===== config.mk =====
export PLATFORM = sky130hd
export DESIGN_NAME = instructionUnit_flat
export DESIGN_NICKNAME = d
export VERILOG_FILES = /design/src/verilog/cpuPkg.sv /design/src/verilog/busSourcesIf.sv /design/src/verilog/instructionUnit.sv /design/src/flat_wrapper.sv
export SDC_FILE = /design/constraint.sdc
export NUM_CORES = 1
export LEC_CHECK = 0
export ABC_CLOCK_PERIOD_IN_PS = 2900
export BUFFER_PORTS_ARGS = -buffer_cell sky130_fd_sc_hd__clkbuf_2
export CAP_MARGIN = 25
export CORE_ASPECT_RATIO = 0.75
export CORE_MARGIN = 2
export CORE_UTILIZATION = 49
export CTS_CLUSTER_DIAMETER = 40
export DETAILED_ROUTE_END_ITERATION = 8
export HOLD_SLACK_MARGIN = 0.05
export PLACE_DENSITY = 0.92
export SYNTH_ARGS = -nofsm -noshare
export SYNTH_HDL_FRONTEND = slang
export SYNTH_SLANG_ARGS = --single-unit
export TNS_END_PERCENT = 1

===== constraint.sdc =====
create_clock -name Clock -period 2.9 [get_ports Clock]
set_clock_uncertainty 0.15 [all_clocks]
set_input_delay 0.87 -clock Clock [delete_from_list [all_inputs] [get_ports Clock]]
set_output_delay 0.87 -clock Clock [all_outputs]
set_load 0.05 [all_outputs]

===== src/verilog/cpuPkg.sv =====
package cpuPkg;

    parameter int DataWidth = 32;    // Default datapath word width
    parameter int AddrWidth = 9;     // Default RAM address width for 512 words
    parameter int NumRegs = 16;      // General purpose registers R0..R15
    parameter int InstrWidth = 32;   // Instruction word as held in IR
    parameter int ImmWidth = 19;     // Immediate field of the branch/immediate form
    parameter int ShamtWidth = 5;    // Shift amount taken from the bus

    typedef enum logic [4:0] {
        OpAdd = 5'b00011,
        OpSub = 5'b00100,
        OpAnd = 5'b00101,
        OpOr  = 5'b00110,
        OpShr = 5'b00111,
        OpShl = 5'b01001,
        OpMul = 5'b01111,
        OpNeg = 5'b10001,
        OpNot = 5'b10010
    } aluOp_t;

    // Same instruction bits read as register form or branch/immediate form
    typedef union packed {
        struct packed {
            logic [4:0]  op;
            logic [3:0]  ra;
            logic [3:0]  rb;
            logic [3:0]  rc;
            logic [14:0] unused;
        } regForm;
        struct packed {
            logic [4:0]  op;
            logic [3:0]  ra;
            logic [1:0]  c2;       // Branch condition code
            logic [1:0]  unused;
            logic [18:0] imm;
        } immForm;
    } instrWord_t;

endpackage


===== src/verilog/busSourcesIf.sv =====
`timescale 1ns/1ps

interface busSourcesIf #(
    parameter int DataWidth = cpuPkg::DataWidth
);

    logic [DataWidth-1:0] regWord;
    logic [DataWidth-1:0] pcWord;
    logic [DataWidth-1:0] mdrWord;
    logic [DataWidth-1:0] zHiWord;
    logic [DataWidth-1:0] zLoWord;
    logic [DataWidth-1:0] hiWord;
    logic [DataWidth-1:0] loWord;
    logic [DataWidth-1:0] inportWord;
    logic [DataWidth-1:0] cWord;
    logic [DataWidth-1:0] busValue;   // Shared bus seen by every register

    modport mux (
        input  regWord, pcWord, mdrWord, zHiWord, zLoWord,
        input  hiWord, loWord, inportWord, cWord,
        output busValue
    );
    modport regSrc   (output regWord, input busValue);
    modport instrSrc (output pcWord, cWord, input busValue);
    modport aluSrc   (output zHiWord, zLoWord, hiWord, loWord, input busValue);
    modport memSrc   (output mdrWord, input busValue);
    modport ioSrc    (output inportWord, input busValue);

endinterface


===== src/verilog/instructionUnit.sv =====
`timescale 1ns/1ps

module instructionUnit #(
    parameter int DataWidth = cpuPkg::DataWidth
) (
    input  logic               Clock,
    input  logic               rstN,
    input  logic               pcIn,
    input  logic               irIn,
    input  logic               conIn,
    output cpuPkg::instrWord_t ir,
    output logic               conFf,
    busSourcesIf.instrSrc      bus
);

    import cpuPkg::*;

    logic [DataWidth-1:0] pc;
    logic                 condMet;

    always_ff @(posedge Clock or negedge rstN) begin
        if (!rstN) begin
            pc    <= '0;
            ir    <= '0;
            conFf <= 1'b0;
        end else begin
            if (pcIn) pc <= bus.busValue;
            if (irIn) ir <= bus.busValue[InstrWidth-1:0];
            if (conIn) conFf <= condMet;
        end
    end

    assign bus.pcWord = pc;
    // Sign-extended immediate for Cout
    assign bus.cWord = {{(DataWidth-ImmWidth){ir.immForm.imm[ImmWidth-1]}}, ir.immForm.imm};

    always_comb begin
        case (ir.immForm.c2)
            2'b00:   condMet = (bus.busValue == '0);    // Branch if zero
            2'b01:   condMet = (bus.busValue != '0);    // Branch if nonzero
            2'b10:   condMet = !bus.busValue[DataWidth-1];
            default: condMet = bus.busValue[DataWidth-1];
        endcase
    end

endmodule


===== src/flat_wrapper.sv =====
// flat-port wrapper written by rule: the top's interface ports become plain ports
module instructionUnit_flat import cpuPkg::*;
#(
    parameter int DataWidth = cpuPkg::DataWidth
)
  (Clock, rstN, pcIn, irIn, conIn, ir, conFf, bus_pcWord, bus_cWord, bus_busValue);
  busSourcesIf #(.DataWidth(DataWidth)) bus_i ();
  input  logic Clock;
  input  logic rstN;
  input  logic pcIn;
  input  logic irIn;
  input  logic conIn;
  output cpuPkg::instrWord_t ir;
  output logic conFf;
  output wire logic [$bits(bus_i.pcWord)-1:0] bus_pcWord;
  output wire logic [$bits(bus_i.cWord)-1:0] bus_cWord;
  input wire logic [$bits(bus_i.busValue)-1:0] bus_busValue;
  assign bus_pcWord = bus_i.pcWord;
  assign bus_cWord = bus_i.cWord;
  assign bus_i.busValue = bus_busValue;
  instructionUnit #(.DataWidth(DataWidth)) u_core (.Clock(Clock), .rstN(rstN), .pcIn(pcIn), .irIn(irIn), .conIn(conIn), .ir(ir), .conFf(conFf), .bus(bus_i));
endmodule

==> impl_metrics.toml, run 1 <==
[logic_synthesis]
yosysTopAreaCellShare = 0.593
syn-cell-area_mm2 = 0.00275
synthArstFlopShare = 1.00
synth_nets = 227
synth_top_area_cell = "dfrtp_1"
synth.distinct_cells = 18
yosys.cell_count.top_type = "dfrtp_1"
synth_edf_count = 0
syn_inst = 190
yosysWarnings = 0
syn_area_per_cell_um2 = 14.4
synth_commonest_cells = "dfrtp_1 (65), mux2_2 (59), buf_4 (32)"
synthTopCellsByArea = "dfrtp_1 (59%), mux2_2 (24%), buf_4 (8.8%)"
ys_ff_latch = 65
synthFlopType = "dfrtp_1"
ys_seq_area_frac = 0.593

[die]
dieWidth_um = 90.4
initial_core_util = 0.510
ioPinCount = 134
die_y_um = 68.8
core_area_mm2 = 0.00538
dieArea_mm2 = 0.00622
rows = 23

[pwr]
ir_drop_mv = 0.378
pwr-share-clk = 0.285
pwr-share-seq = 0.403
p_sw_frac = 0.397
power.total_w = 0.00263
leakagePower_nw = 1.71
internal-power_w = 0.00158
powerDensity_mw_per_mm2 = 759
pwr-share-comb = 0.312
p_switching_w = 0.00104

[clock_network]
ctsHoldBuffers = 0
clkTransAtPathRegs_ns = 0.07
postCtsSetupBuffers = 0
ctsHtreeMaxLevel = 3
ctsResizeCount = 0
cts_root_buf = "clkbuf_8"
clk_latency_ns = 0.34
cts_buffer_depth = 2
cts_buffers = 9
cts_tree = "done"
cts.sinks = 65

[setup_path]
max_stage_delay_ns = 0.57
cp.arrival_ns = 1.28
crit_family = "flip-flops"
critPathSlowestCell = "dfrtp_1"
crit_path_end_kind = "output port"
worstSetupPathType = "reg2out"
start_kind = "flip-flop"
required_ns = 1.88
cp_cell_sequence = "clkbuf_2"
critPathBufInv = 1
cp_max_fo = 16

[route]
drt_pass1_iterations = 4
post_drt_wl_per_cell_um = 14.8
wl_um = 5590
dr.first_iter.drc_count = 46
drc = 0
viasPerCell = 4.87
via_count = 1841
detail-route-antenna-nets = 0

[final_layout]
stdcell_count = 378
seq_area_mm2 = 0.00163
synthToLayoutAreaGrowth_pct = 26.2
diodes = 0
nets = 335
nFillCells = 435
drive_above_1_share = 0.700
multi_input_area_um2 = 837

[global_route]
grt_pass1_wl_um = 8750
use_met3 = 0.0902
first_global_vias = 1764
antenna_found_initial = 0
grtUsageMet1 = 0.234
grt_use_total = 0.189
overflow = 0
grt_busiest_layer = "met2"
grt_max_degree = 35
grt_util_met2 = 0.296

[timing]
max_freq_mhz = 436
relSlewSlack = 0.695
finalSetupTns_ns = 0
worst_pin_slew_ns = 0.458
period_minus_slack_ns = 2.30
finalCritPeriodShare = 0.792
hold_violations = 0
maxSlewViolCount = 0
setup_violations = 0
rsz0062_at_grt = "false"

[worst_hold_path]
hold_class = "in2async"

[job]
maxCapViolations = 0

[placement]
portBuffers = 133
detailed_place_hpwl_um = 4260
gp_congestion = 0.736
place_inst = 362

[status]
status = "complete, no violations"
==> final timing paths <==
check                                       from                     to  slack (ns)  depth (start not counted)
hold reg to reg            u_core.bus.pcWord[14]  u_core.bus.pcWord[14]        0.34                          1
hold / removal                              rstN  u_core.bus.pcWord[27]        0.27                          1
max in group asynchronous                   rstN  u_core.bus.pcWord[13]        1.57                          2
setup reg to reg                   u_core.ir[22]           u_core.conFf        1.25                          4
setup / recovery                   u_core.ir[18]          bus_cWord[24]        0.60                          1
min in group Clock         u_core.bus.pcWord[14]  u_core.bus.pcWord[14]        0.34                          1
==> sequential cells by signal (all words and copies together), names as in the netlist <==
name / flops
u_core.conFf: 1
u_core.bus.pcWord: 32
u_core.ir: 32
==> area by class of cell <==
type / count / share of cell area
Clock buffer: 9 / 0.0358
Clock inverter: 7 / 0.0206
Inverter: 1 / 0.00108
Multi-Input combinational cell: 84 / 0.242
Sequential cell: 65 / 0.469
Tap cell: 75 / 0.0271
Timing Repair Buffer: 137 / 0.204
==> cells by family after synthesis <==
group	share of synthesized area
compound gates	0.00501
simple gates	0.0374
buf+inv	0.103
flops	0.593
mux	0.263
==> stage by stage <==
step | hold WS [ns] | area, um^2 | setup WS [ns] | utilization
2_1_floorplan | 0.424 | 2750 | 0.749 | -
3_3_place_gp | 0.320 | 3270 | 0.519 | 0.608
3_5_place_dp | 0.328 | 3270 | 0.511 | 0.608
4_1_cts | 0.269 | 3460 | 0.572 | 0.644
5_1_grt | 0.288 | 3460 | 0.512 | 0.644
6_report | 0.271 | 3460 | 0.605 | 0.644
==> power by group through the flow <==
| stage | clock network [W] | registers (W) | logic [W] |
|---|---|---|---|
| after global placement | 0 | 0.00107 | 0.000819 |
| after CTS | 0.000770 | 0.00106 | 0.000829 |
| after global routing | 0.000802 | 0.00107 | 0.000858 |
| after floorplan | 0 | 0.00140 | 0.000346 |
| after detailed placement | 0 | 0.00108 | 0.000829 |
| final | 0.000748 | 0.00106 | 0.000821 |
==> routing by layer <==
metal / routed length, um / part of all wire
met1: 2410 / 0.43
met4: 62 / 0.011
met3: 482 / 0.086
met5: 0 / 0
met2: 2640 / 0.47
==> cell usage in the layout (no fill, tap or decap), drive strengths merged, types with 2 or more instances in the layout <==
cell      instances
clkbuf          142
dfrtp            65
mux2             64
nor4              7
buf               4
clkinvlp          3
clkinv            3
nor2              2
nand2b            2
nand3             2
Power figures use the tool's default switching activity.
==> inputs of run 2 (changes only) <==
--- a/config.mk
+++ b/config.mk
@@ -5,16 +5,17 @@
 export SDC_FILE = /design/constraint.sdc
 export NUM_CORES = 1
 export LEC_CHECK = 0
-export ABC_CLOCK_PERIOD_IN_PS = 2900
+export ABC_AREA = 1
+export ABC_CLOCK_PERIOD_IN_PS = 2110
 export BUFFER_PORTS_ARGS = -buffer_cell sky130_fd_sc_hd__clkbuf_2
 export CAP_MARGIN = 25
 export CORE_ASPECT_RATIO = 0.75
 export CORE_MARGIN = 2
-export CORE_UTILIZATION = 49
+export CORE_UTILIZATION = 41
 export CTS_CLUSTER_DIAMETER = 40
 export DETAILED_ROUTE_END_ITERATION = 8
 export HOLD_SLACK_MARGIN = 0.05
-export PLACE_DENSITY = 0.92
+export PLACE_DENSITY = 0.83
 export SYNTH_ARGS = -nofsm -noshare
 export SYNTH_HDL_FRONTEND = slang
 export SYNTH_SLANG_ARGS = --single-unit
==> constraint.sdc (replaced) <==
create_clock -name Clock -period 2.11 [get_ports Clock]
set_clock_uncertainty 0.15 [all_clocks]
set_input_delay 0.633 -clock Clock [delete_from_list [all_inputs] [get_ports Clock]]
set_output_delay 0.633 -clock Clock [all_outputs]
set_load 0.05 [all_outputs]
==> impl_metrics.toml, run 2 <==
[final_layout]
final_common_cell = "clkbuf_2"
diodes = 0
layout_common_cells = "clkbuf_2 (132), dfrtp_1 (64), nor2_1 (49), a21oi_1 (36), mux2_2 (27)"
nets = 402
nFillCells = 591
drive_above_1_share = 0.505
synthToLayoutAreaGrowth_pct = 26.1

[placement]
portBuffers = 133
gp_congestion = 0.790
detailed_place_hpwl_um = 4510

[global_route]
first_global_vias = 2008
grt_use_total = 0.167
grt_pass1_wl_um = 9640
grt_busiest_layer = "met2"
antenna_found_initial = 0
grtUsageMet1 = 0.220
grt_util_met2 = 0.266
grt_max_degree = 66
use_met3 = 0.0560
overflow = 0

[route]
detail-route-antenna-nets = 0
viasPerCell = 4.63
wl_um = 6160
post_drt_wl_per_cell_um = 13.7
drt_pass1_iterations = 4
drc = 0
dr.first_iter.drc_count = 88
via_count = 2087

[logic_synthesis]
synth_edf_count = 0
synth_commonest_cells = "dfrtp_1 (65), nor2_1 (49), a21oi_1 (36)"
syn-cell-area_mm2 = 0.00278
yosysWarnings = 0
syn_area_per_cell_um2 = 10.7
synthTopCellsByArea = "dfrtp_1 (58%), mux2_2 (11%), buf_4 (8.6%)"
yosys.cell_count.top_type = "dfrtp_1"
synth_top_area_cell = "dfrtp_1"
synthFlopType = "dfrtp_1"
syn_inst = 261
ys_seq_area_frac = 0.584
synth_nets = 298
synth.distinct_cells = 13
yosysTopAreaCellShare = 0.584
ys_ff_latch = 65
synthArstFlopShare = 1.00

[clock_network]
clk_latency_ns = 0.33
clkTransAtPathRegs_ns = 0.07
ctsHtreeMaxLevel = 3
cts_tree = "done"
cts_root_buf = "clkbuf_8"
cts_buffers = 9
ctsHoldBuffers = 0
cts.sinks = 65
cts_buffer_depth = 2

[timing]
period_minus_slack_ns = 1.93
fin_worst_hold_slack_ns = 0.161
rsz0062_at_grt = "false"
hold_violations = 0
finalSetupTns_ns = 0
max_freq_mhz = 517
relSlewSlack = 0.685
worst_pin_slew_ns = 0.472
setup_violations = 0
finalCritPeriodShare = 0.916
maxSlewViolCount = 0

[worst_hold_path]
hold_class = "in2async"

[die]
dieArea_mm2 = 0.00747
rows = 25
dieWidth_um = 99.2
core_area_mm2 = 0.00644
ioPinCount = 134
initial_core_util = 0.432
die_y_um = 75.4

[setup_path]
required_ns = 1.33
cp_cell_sequence = "clkbuf_2"
crit_path_end_kind = "output port"
cp_max_fo = 16
critPathSlowestCell = "dfrtp_2"
critPathBufInv = 1
worstSetupPathType = "reg2out"
cp.arrival_ns = 1.15
crit_family = "flip-flops"
max_stage_delay_ns = 0.49
start_kind = "flip-flop"

[job]
maxCapViolations = 0

[pwr]
ir_drop_mv = 0.643
powerDensity_mw_per_mm2 = 1080
leakagePower_nw = 1.81
power.total_w = 0.00378

[status]
status = "complete, no violations"
run 2: cell count changes after synthesis, moves of 2 or more:
cell	previous run	this run
nor2_1	2	49
a21oi_1	0	36
mux2_2	59	27
inv_1	1	14
nand2_1	1	11
nor4_1	7	0
inv_2	0	6
mux2_1	5	0
buf_6	0	4
nand3_1	2	6
buf_2	6	8
clkbuf_1	2	0
nand2b_1	2	0
run 2: cells by family (layout without fill, tap and decap cells):
kind of cell,Yosys count,count (layout),share of synthesized area
AND/OR/NAND/NOR,68,68,0.0962
flip-flops,65,65,0.584
buffers and inverters,64,173,0.144
AO/OA/AOI/OAI,37,37,0.0665
multiplexers,27,27,0.109
run 2: power by group:
group	switching, W	internal, W	leakage (nW)
registers	0.0000782	0.00136	0.740
logic	0.000835	0.000225	0.951
clock network	0.000491	0.000787	0.124
total	0.00140	0.00238	1.81
run 2: timing repair:
item                                    4_1_cts  5_1_grt
setup buffers                                 0        0
gates resized for setup                       0        1
endpoints found under the setup margin        0       15
hold endpoints to repair                      0        0
run 2: final cells by class:
class                   instances  area, um^2  share of cell area
repair buffers                137         708               0.202
well taps                      81         101              0.0289
inverters                      20        75.1              0.0214
clock inverters                 7         118              0.0335
multi-input cells             132         757               0.216
flip-flops and latches         65        1630               0.464
clock buffers                   9         124              0.0353
run 2: worst paths after layout:
check | startpoint | end | slack [ns] | depth (start not counted)
max | u_core.ir[18] | ir[18] | 0.18 | 1
min | rstN | u_core.ir[0] | 0.16 | 2
max reg2reg | u_core.ir[22] | u_core.conFf | 0.85 | 8
min reg2reg | u_core.conFf | u_core.conFf | 0.33 | 2
max in group asynchronous | rstN | u_core.ir[18] | 1.36 | 2
min in group Clock | u_core.conFf | u_core.conFf | 0.33 | 2
run 2: stage by stage:
stage / area [um^2] / utilization / instances / worst slack (ns)
2_1_floorplan: 2780 / - / 261 / 0.193
3_3_place_gp: 3270 / 0.507 / 435 / 0.289
3_5_place_dp: 3270 / 0.507 / 435 / 0.213
4_1_cts: 3510 / 0.545 / 451 / 0.0273
5_1_grt: 3510 / 0.545 / 451 / 0.121
6_report: 3510 / 0.545 / 451 / 0.178
run 2: routing by layer:
| metal | vias to the layer above | routed length [um] |
|---|---|---|
| li1 | 1015 | - |
| met1 | 974 | 2730 |
| met2 | 90 | 2880 |
| met3 | 8 | 492 |
| met4 | 0 | 57 |
| met5 | - | 0 |
